File: config.mk
export PLATFORM = sky130hd
export DESIGN_NAME = neuron_layer
export DESIGN_NICKNAME = d
export VERILOG_FILES = /design/src/neuron_pkg.sv /design/src/logsig_unit.sv /design/src/neuron_layer.sv /design/src/neuron_mac.sv /design/src/sum_fifo.sv
export VERILOG_INCLUDE_DIRS = /design/src /design/src/src
export SDC_FILE = /design/constraint.sdc
export NUM_CORES = 1
export LEC_CHECK = 0
export BUFFER_PORTS_ARGS = -buffer_cell sky130_fd_sc_hd__buf_2
export CAP_MARGIN = 20
export CORE_ASPECT_RATIO = 0.7
export CORE_MARGIN = 5
export CORE_UTILIZATION = 40
export DETAILED_ROUTE_END_ITERATION = 10
export GPL_TIMING_DRIVEN = 1
export HOLD_SLACK_MARGIN = 0.03
export PLACE_DENSITY_LB_ADDON = 0.3
export SLEW_MARGIN = 10
export SYNTH_ARGS = -nofsm -noshare
export SYNTH_HDL_FRONTEND = slang
export SYNTH_SLANG_ARGS = --single-unit
File: constraint.sdc
create_clock -name clk -period 21.5 [get_ports clk]
set_clock_uncertainty 0.15 [all_clocks]
set_input_delay 0 -clock clk [delete_from_list [all_inputs] [get_ports clk]]
set_output_delay 0 -clock clk [all_outputs]
set_load 0.01 [all_outputs]
File: src/neuron_cfg.svh
`ifndef NEURON_CFG_SVH
`define NEURON_CFG_SVH

// connections per neuron
`define NEURON_MAX_INPUTS 8

// signed inputs, q3.4
`define NEURON_INPUT_W 8
`define NEURON_INPUT_FRAC 4

// signed weights, q3.4
`define NEURON_WEIGHT_W 8
`define NEURON_WEIGHT_FRAC 4

// accumulator with 8 fraction bits
// room for eight full scale products
`define NEURON_SUM_W 20

// unsigned activation, logistic output scaled by 256
`define NEURON_ACT_W 8

// request bookkeeping
`define NEURON_TAG_W 4
`define NEURON_COUNT_W 4

// finished sums waiting for the logistic stage
`define SUM_FIFO_DEPTH 4

`endif

File: src/neuron_pkg.sv
`include "neuron_cfg.svh"

package neuron_pkg;

    ////////////////////
    // mac control
    ////////////////////

    // serial dot product walk
    typedef enum logic [1:0] {
        MAC_IDLE,
        MAC_ACCUM,
        MAC_DELIVER
    } mac_state_e;

    ////////////////////
    // payloads
    ////////////////////

    // one request as seen at the top level
    // entry 0 of each vector is connection 0
    typedef struct packed {
        logic [`NEURON_TAG_W-1:0]                               tag;
        logic [`NEURON_COUNT_W-1:0]                             count;
        logic [`NEURON_MAX_INPUTS-1:0][`NEURON_WEIGHT_W-1:0]    weights;
        logic [`NEURON_MAX_INPUTS-1:0][`NEURON_INPUT_W-1:0]     inputs;
    } neuron_req_t;

    // finished sum, mac to fifo to logistic stage
    typedef struct packed {
        logic [`NEURON_TAG_W-1:0]         tag;
        logic signed [`NEURON_SUM_W-1:0]  sum;
    } sum_item_t;

endpackage

File: src/logsig_unit.sv
`timescale 1ns/1ps
`include "neuron_cfg.svh"

module logsig_unit (
    input  logic                      clk,
    input  logic                      rst,
    input  logic                      hold,
    input  logic                      empty,
    input  neuron_pkg::sum_item_t     head,
    output logic                      pop,
    output logic                      act_valid,
    output logic [`NEURON_TAG_W-1:0]  act_tag,
    output logic [`NEURON_ACT_W-1:0]  activation
);

    localparam int SUM_W     = `NEURON_SUM_W;
    localparam int ACT_W     = `NEURON_ACT_W;
    localparam int TAG_W     = `NEURON_TAG_W;
    localparam int SUM_FRAC  = `NEURON_INPUT_FRAC + `NEURON_WEIGHT_FRAC;
    // bring the magnitude to units of 1/256
    localparam int MAG_SHIFT = SUM_FRAC - 8;

    // segment ends, 1.0 2.375 5.0
    localparam logic [SUM_W-1:0] SEG1_END = SUM_W'(256);
    localparam logic [SUM_W-1:0] SEG2_END = SUM_W'(608);
    localparam logic [SUM_W-1:0] SEG3_END = SUM_W'(1280);

    // slopes as shifts, offsets in 1/256
    localparam int         SEG1_SHIFT = 2;
    localparam int         SEG2_SHIFT = 3;
    localparam int         SEG3_SHIFT = 5;
    localparam logic [8:0] SEG1_OFF   = 9'd128;
    localparam logic [8:0] SEG2_OFF   = 9'd160;
    localparam logic [8:0] SEG3_OFF   = 9'd216;
    localparam logic [8:0] P_ONE      = 9'd256;
    localparam logic [8:0] ACT_MAX    = 9'((1 << ACT_W) - 1);

    logic              advance;
    logic [SUM_W-1:0]  sum_abs;

    logic              s1_valid;
    logic [TAG_W-1:0]  s1_tag;
    logic              s1_neg;
    logic [SUM_W-1:0]  s1_mag;

    logic [8:0]        p;
    logic [8:0]        act_full;
    logic              s2_valid;

    // hold freezes both stages together
    assign advance = !hold;
    assign pop     = advance && !empty;

    ////////////////////
    // stage 1
    ////////////////////

    // magnitude of the two's complement sum
    assign sum_abs = head.sum[SUM_W-1] ? SUM_W'(-head.sum) : SUM_W'(head.sum);

    always_ff @(posedge clk) begin
        if (rst) begin
            s1_valid <= 1'b0;
        end else if (advance) begin
            s1_valid <= pop;
        end
    end

    always_ff @(posedge clk) begin
        if (pop) begin
            s1_tag <= head.tag;
            s1_neg <= head.sum[SUM_W-1];
            s1_mag <= sum_abs >> MAG_SHIFT;
        end
    end

    ////////////////////
    // stage 2
    ////////////////////

    // piecewise linear upper half of the logistic curve
    always_comb begin
        if (s1_mag < SEG1_END) begin
            p = 9'(s1_mag >> SEG1_SHIFT) + SEG1_OFF;
        end else if (s1_mag < SEG2_END) begin
            p = 9'(s1_mag >> SEG2_SHIFT) + SEG2_OFF;
        end else if (s1_mag < SEG3_END) begin
            p = 9'(s1_mag >> SEG3_SHIFT) + SEG3_OFF;
        end else begin
            p = P_ONE;
        end
    end

    // negative side by symmetry, positive side saturates
    assign act_full = s1_neg ? (P_ONE - p) : ((p > ACT_MAX) ? ACT_MAX : p);

    always_ff @(posedge clk) begin
        if (rst) begin
            s2_valid <= 1'b0;
        end else if (advance) begin
            s2_valid <= s1_valid;
        end
    end

    always_ff @(posedge clk) begin
        if (advance && s1_valid) begin
            act_tag    <= s1_tag;
            activation <= ACT_W'(act_full);
        end
    end

    // frozen result shows once hold drops
    assign act_valid = s2_valid && !hold;

endmodule

File: src/neuron_layer.sv
`timescale 1ns/1ps
`include "neuron_cfg.svh"

module neuron_layer (
    input  logic                      clk,
    input  logic                      rst,
    input  logic                      start,
    input  neuron_pkg::neuron_req_t   req,
    input  logic                      hold,
    output logic                      busy,
    output logic                      act_valid,
    output logic [`NEURON_TAG_W-1:0]  act_tag,
    output logic [`NEURON_ACT_W-1:0]  activation
);

    ////////////////////
    // internal links
    ////////////////////

    // mac to fifo
    logic                  push;
    neuron_pkg::sum_item_t push_item;
    logic                  full;

    // fifo to logistic stage
    logic                  pop;
    neuron_pkg::sum_item_t head;
    logic                  empty;

    ////////////////////
    // producer
    ////////////////////

    neuron_mac mac0 (
        .clk       (clk),
        .rst       (rst),
        .start     (start),
        .req       (req),
        .full      (full),
        .busy      (busy),
        .push      (push),
        .push_item (push_item)
    );

    ////////////////////
    // buffer
    ////////////////////

    sum_fifo fifo0 (
        .clk       (clk),
        .rst       (rst),
        .push      (push),
        .push_item (push_item),
        .pop       (pop),
        .head      (head),
        .full      (full),
        .empty     (empty)
    );

    ////////////////////
    // consumer
    ////////////////////

    logsig_unit logsig0 (
        .clk        (clk),
        .rst        (rst),
        .hold       (hold),
        .empty      (empty),
        .head       (head),
        .pop        (pop),
        .act_valid  (act_valid),
        .act_tag    (act_tag),
        .activation (activation)
    );

endmodule

File: src/neuron_mac.sv
`timescale 1ns/1ps
`include "neuron_cfg.svh"

module neuron_mac (
    input  logic                     clk,
    input  logic                     rst,
    input  logic                     start,
    input  neuron_pkg::neuron_req_t  req,
    input  logic                     full,
    output logic                     busy,
    output logic                     push,
    output neuron_pkg::sum_item_t    push_item
);

    localparam int SUM_W   = `NEURON_SUM_W;
    localparam int PROD_W  = `NEURON_INPUT_W + `NEURON_WEIGHT_W;
    localparam int COUNT_W = `NEURON_COUNT_W;
    localparam int MAX_IN  = `NEURON_MAX_INPUTS;

    neuron_pkg::mac_state_e   state;
    neuron_pkg::neuron_req_t  req_q;

    // index of the connection being multiplied
    logic [COUNT_W-1:0]       idx;
    logic [COUNT_W-1:0]       last_idx;

    logic signed [SUM_W-1:0]  acc;
    logic signed [PROD_W-1:0] product;
    logic signed [SUM_W-1:0]  term;

    logic                     accept;

    ////////////////////
    // request latch
    ////////////////////

    // start only counts in idle
    assign accept = (state == neuron_pkg::MAC_IDLE) && start;

    // inputs and weights stay stable for the whole walk
    always_ff @(posedge clk) begin
        if (accept) begin
            req_q <= req;
        end
    end

    // counts above the connection limit walk all connections
    assign last_idx = (req_q.count > COUNT_W'(MAX_IN)) ? COUNT_W'(MAX_IN - 1)
                                                       : req_q.count - 1'b1;

    ////////////////////
    // datapath
    ////////////////////

    // q3.4 times q3.4 gives 8 fraction bits
    assign product = $signed(req_q.inputs[idx]) * $signed(req_q.weights[idx]);

    // sign extend up to accumulator width
    assign term = SUM_W'(product);

    ////////////////////
    // state machine
    ////////////////////

    always_ff @(posedge clk) begin
        if (rst) begin
            state <= neuron_pkg::MAC_IDLE;
            idx   <= '0;
            acc   <= '0;
        end else begin
            case (state)
                neuron_pkg::MAC_IDLE: begin
                    if (start) begin
                        idx <= '0;
                        acc <= '0;
                        // nothing to add, straight to delivery
                        if (req.count == '0) begin
                            state <= neuron_pkg::MAC_DELIVER;
                        end else begin
                            state <= neuron_pkg::MAC_ACCUM;
                        end
                    end
                end
                neuron_pkg::MAC_ACCUM: begin
                    // one term per clock
                    acc <= acc + term;
                    idx <= idx + 1'b1;
                    if (idx == last_idx) begin
                        state <= neuron_pkg::MAC_DELIVER;
                    end
                end
                neuron_pkg::MAC_DELIVER: begin
                    // wait here while the fifo is full
                    if (!full) begin
                        acc   <= '0;
                        state <= neuron_pkg::MAC_IDLE;
                    end
                end
                default: begin
                    state <= neuron_pkg::MAC_IDLE;
                end
            endcase
        end
    end

    ////////////////////
    // outputs
    ////////////////////

    assign busy = (state != neuron_pkg::MAC_IDLE);

    // push never fires into a full fifo
    assign push = (state == neuron_pkg::MAC_DELIVER) && !full;

    always_comb begin
        push_item     = '0;
        push_item.tag = req_q.tag;
        push_item.sum = acc;
    end

endmodule

File: src/sum_fifo.sv
`timescale 1ns/1ps
`include "neuron_cfg.svh"

module sum_fifo (
    input  logic                   clk,
    input  logic                   rst,
    input  logic                   push,
    input  neuron_pkg::sum_item_t  push_item,
    input  logic                   pop,
    output neuron_pkg::sum_item_t  head,
    output logic                   full,
    output logic                   empty
);

    localparam int DEPTH = `SUM_FIFO_DEPTH;
    localparam int PTR_W = (DEPTH > 1) ? $clog2(DEPTH) : 1;
    localparam int CNT_W = $clog2(DEPTH + 1);

    neuron_pkg::sum_item_t mem [DEPTH];

    logic [PTR_W-1:0] wr_ptr;
    logic [PTR_W-1:0] rd_ptr;
    logic [CNT_W-1:0] count;

    logic do_push;
    logic do_pop;

    // wrap at depth, which need not be a power of two
    function automatic logic [PTR_W-1:0] ptr_next(input logic [PTR_W-1:0] ptr);
        if (ptr == PTR_W'(DEPTH - 1)) begin
            return '0;
        end
        return ptr + 1'b1;
    endfunction

    // qualify against the levels
    assign do_push = push && !full;
    assign do_pop  = pop && !empty;

    ////////////////////
    // storage
    ////////////////////

    always_ff @(posedge clk) begin
        if (do_push) begin
            mem[wr_ptr] <= push_item;
        end
    end

    // oldest entry, valid whenever not empty
    assign head = mem[rd_ptr];

    ////////////////////
    // pointers and fill
    ////////////////////

    always_ff @(posedge clk) begin
        if (rst) begin
            wr_ptr <= '0;
            rd_ptr <= '0;
            count  <= '0;
        end else begin
            if (do_push) begin
                wr_ptr <= ptr_next(wr_ptr);
            end
            if (do_pop) begin
                rd_ptr <= ptr_next(rd_ptr);
            end
            // push and pop together leave the count alone
            case ({do_push, do_pop})
                2'b10:   count <= count + 1'b1;
                2'b01:   count <= count - 1'b1;
                default: count <= count;
            endcase
        end
    end

    assign full  = (count == CNT_W'(DEPTH));
    assign empty = (count == '0);

endmodule

After elaboration in Yosys (flattened, before gate mapping)
Memory sizes are Yosys's and may differ from the RTL's. A register that Yosys moved wholly into a read port is not among the register bits.
Cells that the tools add are included.
{"block": "classes", "n_mux": 36, "n_addsub": 12, "div_mod_pow": 0, "n_mul": 1, "eq_ne": 11, "n_lt_le_gt_ge": 6, "bitwise": 0, "n_shift": 0, "n_reduce_logical": 20}
{"op": "$pmux W20 S3", "count": 1}
{"op": "$bmux W8 S3", "count": 2}
{"op": "$mux W20", "count": 2}
{"op": "$mux W8", "count": 4}
{"op": "$add A9 B8 Y9 const B", "count": 3}
{"op": "$mux W9", "count": 3}
{"op": "$add A20 B16 Y20", "count": 1}
{"op": "$lt A20 B10 Y1 const B", "count": 1}
{"op": "$lt A20 B11 Y1 const B", "count": 1}
{"op": "$lt A20 B9 Y1 const B", "count": 1}
{"op": "$mux W2", "count": 10}
{"op": "$neg A20 Y20", "count": 1}
{"op": "$mux W19", "count": 1}
{"op": "$mul A8 B8 Y16", "count": 1}
{"op": "$gt A9 B8 Y1 const B", "count": 1}
{"op": "$eq A2 B2 Y1 const B", "count": 4}
{"op": "$mux W1", "count": 8}
{"op": "$mux W4", "count": 2}
{"op": "$pmux W4 S2", "count": 1}
{"op": "$sub A1 B8 Y8 const A", "count": 1}
{"op": "$logic_and A1 B1 Y1", "count": 7}
{"op": "$pmux W2 S3", "count": 1}
{"op": "$pmux W3 S2", "count": 1}
{"op": "$reduce_and A3 Y1", "count": 2}
{"op": "other kinds (19)", "count": 26}
{"block": "totals", "ramBits": 96, "inputBits": 140, "regBits": 208, "word_cells": 119, "mem_count": 1, "latch_bits": 0, "romBits": 0}
{"memory": "fifo0.mem", "words": 4, "width": 24, "read_ports": 1, "rd_ports_with_merged_regs": 1, "write_ports": 1, "line": "sum_fifo.sv:19", "rtl": "neuron_pkg::sum_item_t mem [DEPTH];"}

Depth between registers and ports, before layout
{"block": "depth", "depth_word": 9, "mapped_depth": 24}

Modules after synthesis
From an unflattened synthesis, not the netlist that was laid out.
{"block": "hier_totals", "hier_cells": 1089, "area_unflattened_um2": 16026.6}
{"module": "neuron_mac", "instances": 1, "area_each_um2": 9743.1, "cells_per_inst": 696, "seq_area_each_um2": 4604.4}
{"module": "sum_fifo", "instances": 1, "area_each_um2": 3957.5, "cells_per_inst": 180, "seq_area_each_um2": 3062.9}
{"module": "logsig_unit", "instances": 1, "area_each_um2": 2326.0, "cells_per_inst": 213, "seq_area_each_um2": 1091.0}

Worst setup path before layout
Ideal clock, no wire load.
{"block": "synth_timing", "path_type": "register -> register", "from": "register mac0.idx[0]", "to": "register mac0.acc[14]", "n_path_buf": 2, "t_required_ns": 21.229, "setup_ns": 0.121, "path_slack_ns": 14.746, "stages_incl_launch_ff": 21, "arrival_ns": 6.483, "period_less_slack_ns": 6.754, "path_cell_list": "dfxtp_1 -> buf_2 -> buf_2 -> mux4_2 -> mux2_2 -> inv_1 -> nor2_1 -> inv_1 -> fa_1 -> inv_1 -> fa_1 -> fa_1 -> fa_1 -> fa_1 -> ha_1 -> a21boi_0 -> o21ai_0 -> a21oi_1 -> o31a_1 -> or3_1 -> a32o_1"}
{"block": "synth_between", "elab_chain_cells": 5, "elab_cells_between_ends": 7}
{"element": "start: declaration", "line": "neuron_mac.sv:24", "rtl": "logic [COUNT_W-1:0] idx;"}
{"element": "start signal: assignment", "line": "neuron_mac.sv:87", "rtl": "idx <= idx + 1'b1;"}
{"element": "$bmux W8 S3", "line": "neuron_mac.sv:56", "rtl": "assign product = $signed(req_q.inputs[idx]) * $signed(req_q.weights[idx]);"}
{"element": "$mux W8 (not written as such)", "line": "neuron_mac.sv:56"}
{"element": "$mul A8 B8 Y16 *", "line": "neuron_mac.sv:56"}
{"element": "$add A20 B16 Y20 *", "line": "neuron_mac.sv:86", "rtl": "acc <= acc + term;"}
{"element": "$pmux W20 S3 *", "line": "neuron_mac.sv:71", "rtl": "case (state)"}
{"element": "end signal: assignment", "line": "neuron_mac.sv:86"}
{"element": "end: declaration", "line": "neuron_mac.sv:27", "rtl": "logic signed [SUM_W-1:0] acc;"}
Mark *: on every way between the ends. The rest lies on a longest branch, timed or not. The select of a mux whose other input is x is not followed.
A chain may end at the register's enable or synchronous reset.

Worst setup path in the final report
{"block": "layout_timing", "from": "register mac0.idx[0]", "to": "register mac0.acc[16]"}
Same word-level chain as after synthesis.

==> impl_metrics.env <==
export IMPL_setup_worst_path_end="mac0.acc[16]"
export IMPL_critical_path_reg2reg_startpoint="mac0.idx[0]"
export IMPL_grt_pass1_wl_um=59130
export IMPL_post_route_period_util_pct=33.58
export IMPL_post_route_cell_area_um2=20930
export IMPL_required_ns=21.81
export IMPL_yosysTopAreaCell="edfxtp_1"
export IMPL_max_vdd_ir_drop_mv=0.1850
export IMPL_synth_seq_cells=304
export IMPL_placementRows=60
export IMPL_grt_use_total_pct=16.92
export IMPL_global_route_overflow_total=0
export IMPL_dr_first_iter_drc_count=622
export IMPL_p_leak_nw=8.077
export IMPL_fin_ws_ns=14.28
export IMPL_pin_count_of_the_biggest_net_entering_global_routing=77
export IMPL_deepest_clock_path_buffer_count=3
export IMPL_dp_hpwl_um=22870
export IMPL_floorplan_die_height_um=175.8
export IMPL_drcViolationCount=0
export IMPL_totalNegativeSetupSlack_ns=0
export IMPL_worst_ep_arrival_time_ns=7.53
export IMPL_r2r_end="mac0.acc[16]"
export IMPL_syn_nets=1369
export IMPL_power_frac_clock_pct=18.2
export IMPL_critPathKind="reg2reg"
export IMPL_syn_area_per_cell_um2=14.56
export IMPL_outcome="completed"
export IMPL_startpoint="mac0.idx[0]"
export IMPL_synth_area_um2=15710
export IMPL_layout_nets=1822
export IMPL_post_route_min_period_ns=7.220
export IMPL_via_count=10240
export IMPL_hp_class="in2reg"
export IMPL_intPower_mw=1.748
export IMPL_clk_insertion_delay_late_ns=0.57
export IMPL_crit_path_max_fanout=30
export IMPL_comb_power_share_pct=55.9
export IMPL_design_power_total_mw=2.877
export IMPL_synth_edf_count=267
export IMPL_post_place_cells=1752
export IMPL_worst_r2r_path_depth=18
export IMPL_drive_above_1_share_pct=18.44
export IMPL_chipWidth_um=246.9
export IMPL_portBuffers=153
export IMPL_cap_viol_max_count=0
export IMPL_initial_core_util_pct=40.72
export IMPL_firstDrtPassIters=4
export IMPL_clock_sinks=304
export IMPL_timing_critical_path_from_type="flop"
export IMPL_synth_commonest_cells="edfxtp_1 (267), inv_1 (124), nor2_1 (93), fa_1 (89), ha_1 (61)"
export IMPL_setup_violations_final=0
export IMPL_seq_power_share_pct=25.9
export IMPL_timing_final_max_slew_violations=0
export IMPL_design_die_area_um2=43410
export IMPL_critPathCaptureType="flop"
export IMPL_powerDensity_nw_per_um2=137.5
export IMPL_regArea_um2=8761
export IMPL_synth_cell_types=66
export IMPL_synth_cells=1079
export IMPL_worst_setup_hold_path_clk_slew_ns=0.07
export IMPL_netSwitchingFraction_pct=39.25
export IMPL_place_worst_setup_slack_ns=14.30
export IMPL_hold_path_startpoint="req[0]"
export IMPL_floorplan_core_area_um2=38590
export IMPL_synth_main_ff_cell="edfxtp_1"
export IMPL_synth_async_reset_ratio_pct=0
export IMPL_max_slew_worst_pin_slew_ns=0.9438
export IMPL_wl_per_cell_um=17.21
export IMPL_dpl_cell_area_um2=17170
export IMPL_grt_antenna_before_repair=2
export IMPL_grt_pass1_vias=11060
export IMPL_final_util_pct=54.23
export IMPL_drt_antenna_violating_nets=0
export IMPL_flow_area_growth_from_synthesis_pct=33.19
export IMPL_multi_input_area_um2=6352
export IMPL_finalHoldWorstSlack_ns=0.07997
export IMPL_cts_htree_levels=1
export IMPL_gp_congestion=0.9109
export IMPL_synth_seq_area_share_pct=55.74
export IMPL_wl_um=35880
export IMPL_instances_no_fill=2085
export IMPL_num_fill_cells=3114
export IMPL_setup_repair_after_global_routing_missed_its_margin="no"
export IMPL_report_final_hold_viol_count=0
export IMPL_timing_fmax_mhz=138.5
export IMPL_io_pins=154
export IMPL_ys_warn_count=0
export IMPL_synthTopCellsByArea="edfxtp_1 (51%), fa_1 (11%), mux4_2 (6.7%), ha_1 (4.9%), dfxtp_1 (4.7%)"
export IMPL_tritoncts_clock_tree="done"
export IMPL_post_drt_via_cell_ratio=4.913
export IMPL_netlist_area_leader_share_pct=51.03
export IMPL_r2r_slack_ns=14.28
export IMPL_maxSlewHeadroom_pct=35.28
export IMPL_numCtsBuffers=30
export IMPL_net_switching_power_mw=1.129
export IMPL_yosys_cell_count_top_type="edfxtp_1"
export IMPL_clock_tree_root_cell="clkbuf_16"
[power groups by stage]
stage,combinational [mW],sequential (mW),clock (mW)
floorplan,1.27,0.747,0
global placement,1.55,0.755,0
detailed placement,1.57,0.757,0
CTS,1.62,0.745,0.536
global route,1.87,0.750,0.566
finish,1.61,0.744,0.525
[area by class of cell]
| class | instances | share of cell area (%) |
|---|---|---|
| repair buffers | 450 | 17.60 |
| well taps | 527 | 3.151 |
| diodes | 2 | 0.02391 |
| clock inverters | 11 | 0.3587 |
| flip-flops and latches | 304 | 41.86 |
| inverters | 124 | 2.248 |
| clock buffers | 45 | 4.400 |
| multi-input cells | 622 | 30.35 |
[worst min-delay path by stage]
stage                           to  slack, ns  depth (start not counted)
finish               mac0.req_q[0]       0.08                          2
floorplan                act_valid      -0.10                          1
detailed placement  mac0.req_q[63]       0.03                          1
CTS                  mac0.req_q[0]       0.04                          2
global placement    mac0.req_q[34]       0.03                          1
global route         mac0.req_q[0]       0.06                          2
[cells in the final DEF, fill, tap and decap left out, types with 5 or more instances in the layout]
cell type	count
nand2_1	38
nand3_1	7
nor2_1	92
mux4_1	8
nor3_1	11
a22oi_1	8
ha_1	61
nor2b_1	15
a211oi_1	11
nand2b_1	20
fa_1	89
or3_1	10
buf_2	153
a21oi_1	40
buf_4	22
xor2_1	16
mux4_2	47
dfxtp_1	35
and3_1	9
edfxtp_1	267
clkbuf_16	33
o21ai_0	27
dlygate4sd3_1	275
inv_1	123
clkbuf_8	5
clkbuf_1	7
xnor2_1	29
mux2i_1	16
[registers in the layout (all words and copies together) (netlist names), 3 cells and up, named ones only]
register,flops
mac0.idx,4
logsig0.s1_tag,4
mac0.push_item,4
fifo0.count,3
fifo0.mem,96
mac0.req_q,132
logsig0.s1_mag,18
mac0.acc,20
logsig0.act_tag,4
logsig0.activation,8
[per-layer routing]
layer	routed length (µm)	up-vias	global-route usage (%)
met2	17310	259	28.23
met4	915	0	4.089
met3	1732	66	3.362
met1	15920	5096	23.01
met5	0	-	0
li1	-	4823	-
[timing repair]
action                                 in CTS  in global routing
endpoints found under the hold margin     200                  0
gates resized for setup                     0                  0
hold buffers                              275                  0
setup buffers                               0                  0
[cell families (layout without fill, tap and decap cells)]
kind of cell	after synthesis	count (layout)	synth area share, %
muxes	75	75	9.380
DFF	304	304	55.74
other	0	2	0
and+or+nand+nor	224	224	6.999
xor gates and xnor gates	45	45	2.508
buffers and inverters	153	630	3.846
AOI/OAI and AO/OA	128	128	5.327
adders and majority gates	150	150	16.20
[critical path, stage by stage (launching register included)]
cell	delay, ns
dfxtp_2	0.47
buf_4	0.55
mux4_2	0.60
mux2i_1	0.62
nor2_1	0.16
fa_1	0.56
inv_1	0.05
fa_1	0.48
inv_1	0.05
fa_1	0.50
fa_1	0.57
fa_1	0.42
ha_1	0.35
a21boi_0	0.15
o21ai_0	0.41
a21oi_1	0.21
o21a_1	0.21
or3_1	0.31
a32o_1	0.26
Note: power is estimated with default switching activity, not from simulation.
